$ cat src/axi_mem_params.svh
`ifndef AXI_MEM_PARAMS_SVH
`define AXI_MEM_PARAMS_SVH

// ---------------------------------------------------------------------------
// Bus widths
// ---------------------------------------------------------------------------
`define AXI_ID_W       4
`define AXI_ADDR_W     16
`define AXI_DATA_W     32
`define AXI_STRB_W     4
`define AXI_LEN_W      8

// Log2 of bytes per data word, used to step beat addresses
`define AXI_BYTE_SHIFT 2

// ---------------------------------------------------------------------------
// Channel buffers and responses
// ---------------------------------------------------------------------------
`define AXI_FIFO_DEPTH 4

// Only response code the slave ever returns
`define AXI_RESP_OKAY  2'b00

`endif

$ cat src/axi_mem_pkg.sv
`include "axi_mem_params.svh"

package axi_mem_pkg;

  // Address request, shared by AW and AR
  typedef struct packed {
    logic [`AXI_ID_W-1:0]   id;
    logic [`AXI_ADDR_W-1:0] addr;
    // Beats minus one
    logic [`AXI_LEN_W-1:0]  len;
  } burst_req_t;

  // Write data beat
  typedef struct packed {
    logic [`AXI_DATA_W-1:0] data;
    logic [`AXI_STRB_W-1:0] strb;
    logic                   last;
  } w_beat_t;

  // Write response
  typedef struct packed {
    logic [`AXI_ID_W-1:0] id;
    logic [1:0]           resp;
  } b_resp_t;

  // Read data beat
  typedef struct packed {
    logic [`AXI_ID_W-1:0]   id;
    logic [`AXI_DATA_W-1:0] data;
    logic [1:0]             resp;
    logic                   last;
  } r_beat_t;

endpackage

$ cat src/burst_if.sv
`timescale 1ns/1ns
`include "axi_mem_params.svh"

interface burst_if import axi_mem_pkg::*; ();

  // Controller side
  logic                   load;
  logic                   step;
  burst_req_t             req;

  // Tracker side, valid the cycle after load or step
  logic [`AXI_ADDR_W-1:0] beat_addr;
  logic [`AXI_ID_W-1:0]   id;
  logic                   last;

  modport ctrl (
    output load,
    output step,
    output req,
    input  beat_addr,
    input  id,
    input  last
  );

  modport tracker (
    input  load,
    input  step,
    input  req,
    output beat_addr,
    output id,
    output last
  );

endinterface
$ cat src/axi_burst_tracker.sv
`timescale 1ns/1ns
`include "axi_mem_params.svh"

module axi_burst_tracker (
  input logic      ACLK,
  input logic      ARESETn,
  burst_if.tracker bus
);

  logic [`AXI_ID_W-1:0]   id_q;
  logic [`AXI_ADDR_W-1:0] start_addr_q;
  logic [`AXI_LEN_W-1:0]  beat_idx_q;
  logic [`AXI_LEN_W-1:0]  remain_q;

  // ---------------------------------------------------------------------------
  // Beat counters
  // ---------------------------------------------------------------------------
  always_ff @(posedge ACLK or negedge ARESETn) begin
    if (!ARESETn) begin
      beat_idx_q <= '0;
      remain_q   <= '0;
    end else if (bus.load) begin
      beat_idx_q <= '0;
      remain_q   <= bus.req.len;
    end else if (bus.step) begin
      beat_idx_q <= beat_idx_q + 1'b1;
      remain_q   <= remain_q - 1'b1;
    end
  end

  // Request fields, held for the whole burst
  always_ff @(posedge ACLK) begin
    if (bus.load) begin
      id_q         <= bus.req.id;
      start_addr_q <= bus.req.addr;
    end
  end

  // ---------------------------------------------------------------------------
  // Beat view
  // ---------------------------------------------------------------------------
  // INCR only, one data word per beat
  assign bus.beat_addr = start_addr_q + (`AXI_ADDR_W'(beat_idx_q) << `AXI_BYTE_SHIFT);
  assign bus.id        = id_q;
  assign bus.last      = (remain_q == '0);

  // Controller stops stepping on the final beat
  a_no_step_past_last: assert property (@(posedge ACLK) disable iff (!ARESETn)
    bus.step |-> !bus.last);

endmodule

$ cat src/axi_chan_fifo.sv
`timescale 1ns/1ns
`include "axi_mem_params.svh"

module axi_chan_fifo #(
  parameter type         T     = logic,
  parameter int unsigned DEPTH = `AXI_FIFO_DEPTH
) (
  input  logic ACLK,
  input  logic ARESETn,
  input  logic push_valid_i,
  output logic push_ready_o,
  input  T     push_data_i,
  output logic pop_valid_o,
  input  logic pop_ready_i,
  output T     pop_data_o
);

  localparam int unsigned PTR_W = (DEPTH > 1) ? $clog2(DEPTH) : 1;
  localparam int unsigned CNT_W = $clog2(DEPTH + 1);

  T                 mem_q [DEPTH];
  logic [PTR_W-1:0] wr_ptr_q;
  logic [PTR_W-1:0] rd_ptr_q;
  logic [CNT_W-1:0] count_q;
  logic             push;
  logic             pop;

  function automatic logic [PTR_W-1:0] ptr_inc(input logic [PTR_W-1:0] ptr);
    if (ptr == PTR_W'(DEPTH - 1)) begin
      return '0;
    end
    return ptr + 1'b1;
  endfunction

  assign push_ready_o = (count_q != CNT_W'(DEPTH));
  assign pop_valid_o  = (count_q != '0);
  assign pop_data_o   = mem_q[rd_ptr_q];

  assign push = push_valid_i && push_ready_o;
  assign pop  = pop_valid_o && pop_ready_i;

  always_ff @(posedge ACLK or negedge ARESETn) begin
    if (!ARESETn) begin
      wr_ptr_q <= '0;
      rd_ptr_q <= '0;
      count_q  <= '0;
    end else begin
      if (push) begin
        wr_ptr_q <= ptr_inc(wr_ptr_q);
      end
      if (pop) begin
        rd_ptr_q <= ptr_inc(rd_ptr_q);
      end
      if (push && !pop) begin
        count_q <= count_q + 1'b1;
      end else if (pop && !push) begin
        count_q <= count_q - 1'b1;
      end
    end
  end

  always_ff @(posedge ACLK) begin
    if (push) begin
      mem_q[wr_ptr_q] <= push_data_i;
    end
  end

  // Head entry must hold until the consumer takes it
  a_pop_stable: assert property (@(posedge ACLK) disable iff (!ARESETn)
    pop_valid_o && !pop_ready_i |=> pop_valid_o && $stable(pop_data_o));

endmodule

$ cat src/axi_mem_ctrl.sv
`timescale 1ns/1ns
`include "axi_mem_params.svh"

module axi_mem_ctrl import axi_mem_pkg::*; (
  input  logic                   ACLK,
  input  logic                   ARESETn,
  input  logic                   aw_valid_i,
  output logic                   aw_ready_o,
  input  burst_req_t             aw_req_i,
  input  logic                   ar_valid_i,
  output logic                   ar_ready_o,
  input  burst_req_t             ar_req_i,
  input  logic                   w_valid_i,
  output logic                   w_ready_o,
  input  w_beat_t                w_beat_i,
  output logic                   b_valid_o,
  input  logic                   b_ready_i,
  output b_resp_t                b_resp_o,
  output logic                   r_valid_o,
  input  logic                   r_ready_i,
  output r_beat_t                r_beat_o,
  burst_if.ctrl                  wr_bus,
  burst_if.ctrl                  rd_bus,
  output logic                   mem_cen_o,
  output logic                   mem_wen_o,
  output logic [`AXI_ADDR_W-1:0] mem_addr_o,
  output logic [`AXI_DATA_W-1:0] mem_wdata_o,
  output logic [`AXI_STRB_W-1:0] mem_be_o,
  input  logic [`AXI_DATA_W-1:0] mem_rdata_i
);

  typedef enum logic [1:0] {
    ST_IDLE,
    ST_WRITE,
    ST_WRESP,
    ST_READ
  } state_e;

  state_e state_q;
  state_e state_d;
  // Alternates every cycle with 0 favouring reads
  logic   prio_q;
  // Read issued last cycle whose data arrives now
  logic   rd_pend_q;
  logic   pick_rd;
  logic   pick_wr;
  logic   wr_en;
  logic   wr_step;
  logic   rd_issue;
  logic   rd_step;

  // ---------------------------------------------------------------------------
  // Transfer FSM
  // ---------------------------------------------------------------------------
  always_comb begin
    state_d  = state_q;
    pick_rd  = 1'b0;
    pick_wr  = 1'b0;
    wr_en    = 1'b0;
    wr_step  = 1'b0;
    rd_issue = 1'b0;
    rd_step  = 1'b0;

    case (state_q)
      ST_IDLE: begin
        if (ar_valid_i && (!prio_q || !aw_valid_i)) begin
          pick_rd = 1'b1;
          state_d = ST_READ;
        end else if (aw_valid_i) begin
          pick_wr = 1'b1;
          state_d = ST_WRITE;
        end
      end

      ST_WRITE: begin
        if (w_valid_i) begin
          wr_en = 1'b1;
          if (wr_bus.last) begin
            state_d = ST_WRESP;
          end else begin
            wr_step = 1'b1;
          end
        end
      end

      ST_WRESP: begin
        if (b_ready_i) begin
          state_d = ST_IDLE;
        end
      end

      ST_READ: begin
        // Capture cycle leaves the SRAM idle so a beat takes two cycles
        if (rd_pend_q) begin
          if (rd_bus.last) begin
            state_d = ST_IDLE;
          end else begin
            rd_step = 1'b1;
          end
        end else if (r_ready_i) begin
          rd_issue = 1'b1;
        end
      end

      default: begin
        state_d = ST_IDLE;
      end
    endcase
  end

  always_ff @(posedge ACLK or negedge ARESETn) begin
    if (!ARESETn) begin
      state_q   <= ST_IDLE;
      prio_q    <= 1'b0;
      rd_pend_q <= 1'b0;
    end else begin
      state_q   <= state_d;
      prio_q    <= ~prio_q;
      rd_pend_q <= rd_issue;
    end
  end

  // ---------------------------------------------------------------------------
  // Channel and tracker sides
  // ---------------------------------------------------------------------------
  assign aw_ready_o = pick_wr;
  assign ar_ready_o = pick_rd;
  assign w_ready_o  = (state_q == ST_WRITE);

  assign wr_bus.load = pick_wr;
  assign wr_bus.step = wr_step;
  assign wr_bus.req  = aw_req_i;
  assign rd_bus.load = pick_rd;
  assign rd_bus.step = rd_step;
  assign rd_bus.req  = ar_req_i;

  assign b_valid_o = (state_q == ST_WRESP);
  assign b_resp_o  = '{id: wr_bus.id, resp: `AXI_RESP_OKAY};

  assign r_valid_o = rd_pend_q;
  assign r_beat_o  = '{
    id:   rd_bus.id,
    data: mem_rdata_i,
    resp: `AXI_RESP_OKAY,
    last: rd_bus.last
  };

  // SRAM port
  assign mem_cen_o   = !(wr_en || rd_issue);
  assign mem_wen_o   = !wr_en;
  assign mem_addr_o  = wr_en ? wr_bus.beat_addr : rd_bus.beat_addr;
  assign mem_wdata_o = w_beat_i.data;
  assign mem_be_o    = w_beat_i.strb;

  // Master and tracker must agree on where the burst ends
  a_wlast_match: assert property (@(posedge ACLK) disable iff (!ARESETn)
    (state_q == ST_WRITE) && w_valid_i |-> (w_beat_i.last == wr_bus.last));

endmodule

$ cat src/axi_mem_if.sv
`timescale 1ns/1ns
`include "axi_mem_params.svh"

module axi_mem_if import axi_mem_pkg::*; (
  input  logic                   ACLK,
  input  logic                   ARESETn,
  input  logic [`AXI_ID_W-1:0]   aw_id_i,
  input  logic [`AXI_ADDR_W-1:0] aw_addr_i,
  input  logic [`AXI_LEN_W-1:0]  aw_len_i,
  input  logic                   aw_valid_i,
  output logic                   aw_ready_o,
  input  logic [`AXI_DATA_W-1:0] w_data_i,
  input  logic [`AXI_STRB_W-1:0] w_strb_i,
  input  logic                   w_last_i,
  input  logic                   w_valid_i,
  output logic                   w_ready_o,
  output logic [`AXI_ID_W-1:0]   b_id_o,
  output logic [1:0]             b_resp_o,
  output logic                   b_valid_o,
  input  logic                   b_ready_i,
  input  logic [`AXI_ID_W-1:0]   ar_id_i,
  input  logic [`AXI_ADDR_W-1:0] ar_addr_i,
  input  logic [`AXI_LEN_W-1:0]  ar_len_i,
  input  logic                   ar_valid_i,
  output logic                   ar_ready_o,
  output logic [`AXI_ID_W-1:0]   r_id_o,
  output logic [`AXI_DATA_W-1:0] r_data_o,
  output logic [1:0]             r_resp_o,
  output logic                   r_last_o,
  output logic                   r_valid_o,
  input  logic                   r_ready_i,
  output logic                   mem_cen_o,
  output logic                   mem_wen_o,
  output logic [`AXI_ADDR_W-1:0] mem_addr_o,
  output logic [`AXI_DATA_W-1:0] mem_wdata_o,
  output logic [`AXI_STRB_W-1:0] mem_be_o,
  input  logic [`AXI_DATA_W-1:0] mem_rdata_i
);

  burst_req_t aw_push;
  burst_req_t aw_req;
  logic       aw_valid;
  logic       aw_ready;
  burst_req_t ar_push;
  burst_req_t ar_req;
  logic       ar_valid;
  logic       ar_ready;
  w_beat_t    w_push;
  w_beat_t    w_beat;
  logic       w_valid;
  logic       w_ready;
  b_resp_t    b_resp;
  b_resp_t    b_pop;
  logic       b_valid;
  logic       b_ready;
  r_beat_t    r_beat;
  r_beat_t    r_pop;
  logic       r_valid;
  logic       r_ready;

  burst_if wr_bus ();
  burst_if rd_bus ();

  // Port packing
  assign aw_push = '{id: aw_id_i, addr: aw_addr_i, len: aw_len_i};
  assign ar_push = '{id: ar_id_i, addr: ar_addr_i, len: ar_len_i};
  assign w_push  = '{data: w_data_i, strb: w_strb_i, last: w_last_i};

  assign b_id_o   = b_pop.id;
  assign b_resp_o = b_pop.resp;
  assign r_id_o   = r_pop.id;
  assign r_data_o = r_pop.data;
  assign r_resp_o = r_pop.resp;
  assign r_last_o = r_pop.last;

  // ---------------------------------------------------------------------------
  // Channel buffers
  // ---------------------------------------------------------------------------
  axi_chan_fifo #(.T(burst_req_t), .DEPTH(`AXI_FIFO_DEPTH)) u_aw_fifo (
    .ACLK, .ARESETn,
    .push_valid_i (aw_valid_i),
    .push_ready_o (aw_ready_o),
    .push_data_i  (aw_push),
    .pop_valid_o  (aw_valid),
    .pop_ready_i  (aw_ready),
    .pop_data_o   (aw_req)
  );

  axi_chan_fifo #(.T(burst_req_t), .DEPTH(`AXI_FIFO_DEPTH)) u_ar_fifo (
    .ACLK, .ARESETn,
    .push_valid_i (ar_valid_i),
    .push_ready_o (ar_ready_o),
    .push_data_i  (ar_push),
    .pop_valid_o  (ar_valid),
    .pop_ready_i  (ar_ready),
    .pop_data_o   (ar_req)
  );

  axi_chan_fifo #(.T(w_beat_t), .DEPTH(`AXI_FIFO_DEPTH)) u_w_fifo (
    .ACLK, .ARESETn,
    .push_valid_i (w_valid_i),
    .push_ready_o (w_ready_o),
    .push_data_i  (w_push),
    .pop_valid_o  (w_valid),
    .pop_ready_i  (w_ready),
    .pop_data_o   (w_beat)
  );

  axi_chan_fifo #(.T(b_resp_t), .DEPTH(`AXI_FIFO_DEPTH)) u_b_fifo (
    .ACLK, .ARESETn,
    .push_valid_i (b_valid),
    .push_ready_o (b_ready),
    .push_data_i  (b_resp),
    .pop_valid_o  (b_valid_o),
    .pop_ready_i  (b_ready_i),
    .pop_data_o   (b_pop)
  );

  axi_chan_fifo #(.T(r_beat_t), .DEPTH(`AXI_FIFO_DEPTH)) u_r_fifo (
    .ACLK, .ARESETn,
    .push_valid_i (r_valid),
    .push_ready_o (r_ready),
    .push_data_i  (r_beat),
    .pop_valid_o  (r_valid_o),
    .pop_ready_i  (r_ready_i),
    .pop_data_o   (r_pop)
  );

  // ---------------------------------------------------------------------------
  // Burst trackers and controller
  // ---------------------------------------------------------------------------
  axi_burst_tracker u_wr_tracker (.ACLK, .ARESETn, .bus(wr_bus));
  axi_burst_tracker u_rd_tracker (.ACLK, .ARESETn, .bus(rd_bus));

  axi_mem_ctrl u_ctrl (
    .ACLK, .ARESETn,
    .aw_valid_i  (aw_valid),
    .aw_ready_o  (aw_ready),
    .aw_req_i    (aw_req),
    .ar_valid_i  (ar_valid),
    .ar_ready_o  (ar_ready),
    .ar_req_i    (ar_req),
    .w_valid_i   (w_valid),
    .w_ready_o   (w_ready),
    .w_beat_i    (w_beat),
    .b_valid_o   (b_valid),
    .b_ready_i   (b_ready),
    .b_resp_o    (b_resp),
    .r_valid_o   (r_valid),
    .r_ready_i   (r_ready),
    .r_beat_o    (r_beat),
    .wr_bus      (wr_bus),
    .rd_bus      (rd_bus),
    .mem_cen_o, .mem_wen_o, .mem_addr_o, .mem_wdata_o, .mem_be_o, .mem_rdata_i
  );

endmodule

$ cat config.mk
export PLATFORM = sky130hd
export DESIGN_NAME = axi_mem_if
export DESIGN_NICKNAME = d
export VERILOG_FILES = /design/src/axi_mem_pkg.sv /design/src/burst_if.sv /design/src/axi_burst_tracker.sv /design/src/axi_chan_fifo.sv /design/src/axi_mem_ctrl.sv /design/src/axi_mem_if.sv
export VERILOG_INCLUDE_DIRS = /design/src
export SDC_FILE = /design/constraint.sdc
export NUM_CORES = 1
export LEC_CHECK = 0
export ABC_AREA = 1
export BUFFER_PORTS_ARGS = -buffer_cell sky130_fd_sc_hd__buf_4
export CAP_MARGIN = 20
export CORE_ASPECT_RATIO = 1.1
export CORE_MARGIN = 8
export CORE_UTILIZATION = 54
export DETAILED_ROUTE_END_ITERATION = 6
export GPL_TIMING_DRIVEN = 0
export PLACE_DENSITY = 0.78
export SLEW_MARGIN = 20
export SYNTH_ARGS = -nofsm -noshare
export SYNTH_HDL_FRONTEND = slang
export SYNTH_SLANG_ARGS = --single-unit
$ cat constraint.sdc
create_clock -name ACLK -period 3.9 [get_ports ACLK]
set_input_delay 0.585 -clock ACLK [delete_from_list [all_inputs] [get_ports ACLK]]
set_output_delay 0.585 -clock ACLK [all_outputs]
set_load 0.1 [all_outputs]
# Word-level counts from Yosys, hierarchy flattened
# Memory sizes are Yosys's and may differ from the RTL's.
# Index checks and enable logic that the tools add are counted.
dict set report word_totals {
  mem_count 5
  mem_bits_rw 536
  inputBits 132
  register_bits 111
  out_inout_bits 104
}
dict set report classes {
  eq_ne 24
  reduce_logical 53
  n_mux 93
  addsub 26
  bitwise 1
}
# memory depth word_bits read_ports rd_clocked_by_memory_dff wr line_no
set memory_table {}
lappend memory_table {u_r_fifo.mem_q 4 37 1 0 1 axi_chan_fifo.sv:21} ;# T mem_q [DEPTH];
lappend memory_table {u_w_fifo.mem_q 4 37 1 0 1 axi_chan_fifo.sv:21}
lappend memory_table {u_ar_fifo.mem_q 4 28 1 0 1 axi_chan_fifo.sv:21}
lappend memory_table {u_aw_fifo.mem_q 4 28 1 0 1 axi_chan_fifo.sv:21}
lappend memory_table {u_b_fifo.mem_q 4 4 1 0 1 axi_chan_fifo.sv:21}
# cell count
set ops {}
lappend ops {{$mux W8} 8}
lappend ops {{$mux W2} 27}
lappend ops {{$mux W1} 46}
lappend ops {{$add A16 B10 Y16} 2}
lappend ops {{$mux W3} 10}
lappend ops {{$eq A2 B2 Y1 const B} 12}
lappend ops {{$logic_and A1 B1 Y1} 21}
lappend ops {{$add A2 B1 Y2 const B} 10}
lappend ops {{$add A8 B1 Y8 const B} 2}
lappend ops {{$logic_not A8 Y1} 2}
lappend ops {{$mux W16} 1}
lappend ops {{$sub A8 B1 Y8 const B} 2}
lappend ops {{$add A3 B1 Y3 const B} 5}
lappend ops {{$ne A3 B3 Y1 const B} 5}
lappend ops {{$reduce_bool A3 Y1} 5}
lappend ops {{$sub A3 B1 Y3 const B} 5}
lappend ops {{$logic_not A1 Y1} 14}
lappend ops {{$reduce_bool A2 Y1} 7}
lappend ops {{$pmux W2 S4} 1}
lappend ops {{$ne A2 B1 Y1 const B} 3}
lappend ops {{$reduce_and A6 Y1} 1}
lappend ops {{$ne A2 B2 Y1 const B} 2}
lappend ops {{$ne A3 B2 Y1 const B} 1}
lappend ops {{$eq A2 B1 Y1 const B} 1}
lappend ops {{3 further kinds} 4}

# Longest topological paths before layout
dict set report logic_depth {
  ltp_word 10
  mapped_depth 12
  depth_no_buf 11
}

# Hierarchy
# Synthesis repeated with hierarchy kept, for this count alone.
dict set report hier_totals {
  hier_cells 2668
  area_unflattened_um2 30606.9
}
# mod cells_each area_per_inst_um2 n_inst
set by_module_without_submodules {}
lappend by_module_without_submodules {{axi_chan_fifo at u_ar_fifo ...} 385 5073.6 2}
lappend by_module_without_submodules {{axi_chan_fifo at u_r_fifo} 515 6754.0 1}
lappend by_module_without_submodules {{axi_chan_fifo at u_w_fifo} 490 6382.4 1}
lappend by_module_without_submodules {{axi_burst_tracker at u_rd_tracker} 263 2165.8 1}
lappend by_module_without_submodules {{axi_burst_tracker at u_wr_tracker} 260 2144.6 1}
lappend by_module_without_submodules {axi_mem_ctrl 241 1577.8 1}
lappend by_module_without_submodules {{axi_chan_fifo at u_b_fifo} 129 1435.1 1}

# Worst setup path after synthesis
# Ideal clock, no wire load.
dict set report synth_path {
  kind {register to output}
  from {register u_wr_tracker.beat_idx_q[0]}
  to {output port mem_addr_o[14]}
  required_time_ns 3.315
  path_stages_with_launch 10
  arrival_ns 3.652
  slack_ns -0.337
  path_cell_list {dfrtp_1 ha_1 fa_1 nand3_1 nand3_1 nand2_1 nand2_1 nand3_1 nand2_1 o21ai_0}
}
dict set report synth_via {
  elab_chain_cells 2
}
# item line_no
set synth_lines {}
lappend synth_lines {{from (decl)} axi_burst_tracker.sv:12} ;# logic [`AXI_LEN_W-1:0] beat_idx_q;
lappend synth_lines {{from (signal assigned)} axi_burst_tracker.sv:26} ;# beat_idx_q <= beat_idx_q + 1'b1;
lappend synth_lines {{$add A16 B10 Y16} axi_burst_tracker.sv:43} ;# assign bus.beat_addr = start_addr_q + (`AXI_ADDR_W'(beat_idx_q) << `AXI_BYTE_SHIFT);
lappend synth_lines {{$mux W16} axi_mem_ctrl.sv:151} ;# assign mem_addr_o = wr_en ? wr_bus.beat_addr : rd_bus.beat_addr;
lappend synth_lines {{to (decl)} axi_mem_if.sv:34} ;# output logic [`AXI_ADDR_W-1:0] mem_addr_o,
# No other way between the ends.

# Final worst setup path
dict set report layout_path {
  from {register u_rd_tracker.beat_idx_q[0]}
  to {output port mem_addr_o[14]}
}
dict set report layout_via {
  elab_chain_cells 2
}
# item line_no
set layout_lines {}
lappend layout_lines {{from (decl)} axi_burst_tracker.sv:12}
lappend layout_lines {{from (signal assigned)} axi_burst_tracker.sv:26}
lappend layout_lines {{$add A16 B10 Y16} axi_burst_tracker.sv:43}
lappend layout_lines {{$mux W16} axi_mem_ctrl.sv:151}
# No other way between the ends.

==> impl_metrics.yaml <==
floorplanning:
  fp.dieH_microns: 248.0
  io_pins: 236
  initial_core_util: 0.5434
  fp.dieArea_sq_mm: 0.05625
  dieWidth_microns: 226.9
  coreArea_sq_mm: 0.04860
  core.rowCount: 85
route:
  drc: 0
  drtIter0Drc: 1439
  antenna_left: 0
  vias: 17940
  wl_per_cell_microns: 19.64
  firstDrtPassIters: 5
  viasPerCell: 5.633
  routed_wirelength_microns: 62540
grt:
  globalRouteOverflowTotal: 0
  grt_pass1_vias: 17980
  grt_max_degree: 72
  antenna_found_initial: 1
  grt_first_pass_wirelength_microns: 95370
  track_usage: 0.2167
clock_tree:
  post_cts_buffers: 0
  clock-sinks: 643
  htree_levels: 2
  clkTransAtPathRegs_ns: 0.07
  root_buffer: "clkbuf_16"
  cts_buffers: 61
  cts_buffer_depth: 3
  tritoncts: "yes"
  ctsHoldBuffers: 0
  clock_latency_ns: 0.61
  cts-resized-gates: 0
setup_path:
  cp_top_family: "adder cells"
  worstSetupStartpoint: "u_rd_tracker.beat_idx_q[0]$_DFFE_PN0P_"
  worst-setup-path-type: "reg -> out"
  r2r-start: "u_aw_fifo.count_q[0]$_DFFE_PN0P_"
  startpoint_type: "register"
  reg2reg_setup_slack_ns: 1.37
  path_buf_inv: 1
  crit_path_end_kind: "output port"
  r2r_end: "u_aw_fifo.count_q[2]$_DFFE_PN0P_"
  path_cells: "ha_1 > fa_1 > nand3_1 > nand2_1 > nand2_1 > nand2_1 > nand3_1 > nand3_1 > o21ai_1 > buf_4"
  required_ns: 3.31
  slowest_stage: "fa_1"
  arrival_ns: 3.11
  reg2reg_depth: 12
  crit_fanout: 5
  slowest_delay_ns: 0.48
timing:
  hold_viol: 0
  clock.fmax_mhz: 270.4
  tightestPinTransition_ns: 0.7707
  relSlewSlack: 0.4862
  maxSlewViolCount: 0
  worst_slack_ns: 0.2019
  hold_slack_ns: 0.03546
  fin_crit_sh: 0.9482
  rsz0062_at_grt: "false"
  min_period_ns: 3.698
  fin_worst_skew_ns: 0.02770
  finalSetupViolCount: 0
synthesis:
  yosysWarnings: 0
  synthesis.area_sq_mm: 0.02641
  yosysSeqAreaShare: 0.7176
  synthCells: 2168
  synth-edff-count: 572
  synthArstFlopShare: 0.1104
  ys.flop_type: "edfxtp_1"
  synth_area_per_cell_sq_um: 12.18
  synth_cell_types: 38
  ys_seq_elements: 643
layout:
  fin_nets: 2675
  syn2layout_area_growth_pct: 19.26
  drive_gt1_frac: 0.1571
  final_cell_mix: "572 x edfxtp_1, 344 x nor2_1, 311 x o21ai_0, 250 x nand2_1, 234 x buf_4"
  layout_commonest_cell: "edfxtp_1"
  nFillCells: 3529
  post-route-util: 0.6481
  diodes: 0
run:
  maxCapViolCount: 0
place:
  io_buffer_count: 230
  place_ws_ns: 0.9104
  place.gp.congestion: 0.8495
  dpl.hpwl_microns: 42080
hold_path:
  min_path_type: "in -> async"
status:
  status: "complete, no violations"
==> metal layers <==
metal,vias up,part of all wire,global-route usage,routed length [microns]
li1,8326,-,-,-
met3,115,0.072,0.03557,4507
met2,710,0.51,0.3885,32090
met4,2,0.026,0.06555,1612
met1,8787,0.39,0.2669,24320
met5,-,0.00021,0,13
==> final cells by class <==
cell class | count | area, sq um | area share
Timing Repair Buffer | 250 | 2206 | 0.07003
Clock buffer | 79 | 1634 | 0.05188
Sequential cell | 643 | 18950 | 0.6017
Tap cell | 652 | 815.8 | 0.02590
Multi-Input combinational cell | 1288 | 6639 | 0.2108
Buffer | 94 | 402.9 | 0.01279
Clock inverter | 33 | 299.0 | 0.009494
Inverter | 146 | 548.0 | 0.01740
==> kinds of logic (layout without fill, tap and decap cells) <==
family	count (synthesis)	after routing	synth area share
buffers and inverters	240	602	0.03600
multiplexers	3	3	0.001279
flip-flops	643	643	0.7176
adder cells (fa/ha/maj)	59	59	0.02994
XOR/XNOR	24	24	0.007959
AO/OA/AOI/OAI	481	481	0.09806
other	1	4	0.0001420
AND/OR/NAND/NOR	717	717	0.1090
==> state kept, by name, summed over array words and instances (netlist names), 4 cells and up <==
signal,count
u_w_fifo.mem_q,144
u_rd_tracker.bus.id,4
u_wr_tracker.remain_q,8
u_wr_tracker.beat_idx_q,8
u_b_fifo.mem_q,16
u_r_fifo.mem_q,148
u_wr_tracker.start_addr_q,16
u_aw_fifo.mem_q,112
u_rd_tracker.start_addr_q,16
u_rd_tracker.beat_idx_q,8
u_ar_fifo.mem_q,112
u_rd_tracker.remain_q,8
u_wr_tracker.bus.id,4
==> metrics by stage <==
stage	std cells	area, sq um	setup TNS, ns
floorplan	2171	26420	0
finish	3185	31500	0
CTS	3185	31490	0
detailed placement	3073	29560	0
global route	3185	31500	0
global placement	3053	28970	-64.24
==> synthesized netlist by cell type (13+ instances only) <==
cell / count / area share
nor2_1: 360 / 0.051
o22ai_1: 126 / 0.030
o21ai_0: 313 / 0.059
edfxtp_1: 572 / 0.65
nand3_1: 75 / 0.014
xor2_1: 16 / 0.0053
clkbuf_1: 71 / 0.010
ha_1: 52 / 0.025
inv_1: 141 / 0.020
buf_2: 13 / 0.0025
dfrtp_1: 71 / 0.067
nand2_1: 250 / 0.036
a21oi_1: 32 / 0.0061
==> worst max path at each step <==
stage / to / slack (ns) / cells after the start
global placement: u_r_fifo.mem_q[3][20]$_DFFE_PP_ / -0.44 / 4
global route: mem_addr_o[14] / 0.03 / 10
CTS: mem_addr_o[14] / 0.20 / 10
floorplan: mem_addr_o[14] / 0.42 / 9
finish: mem_addr_o[14] / 0.20 / 10
detailed placement: mem_addr_o[14] / 0.91 / 10
Power is left out: the tool's default activity adds up to more than one toggle a clock period on the data nets, which glitch-free logic cannot reach.
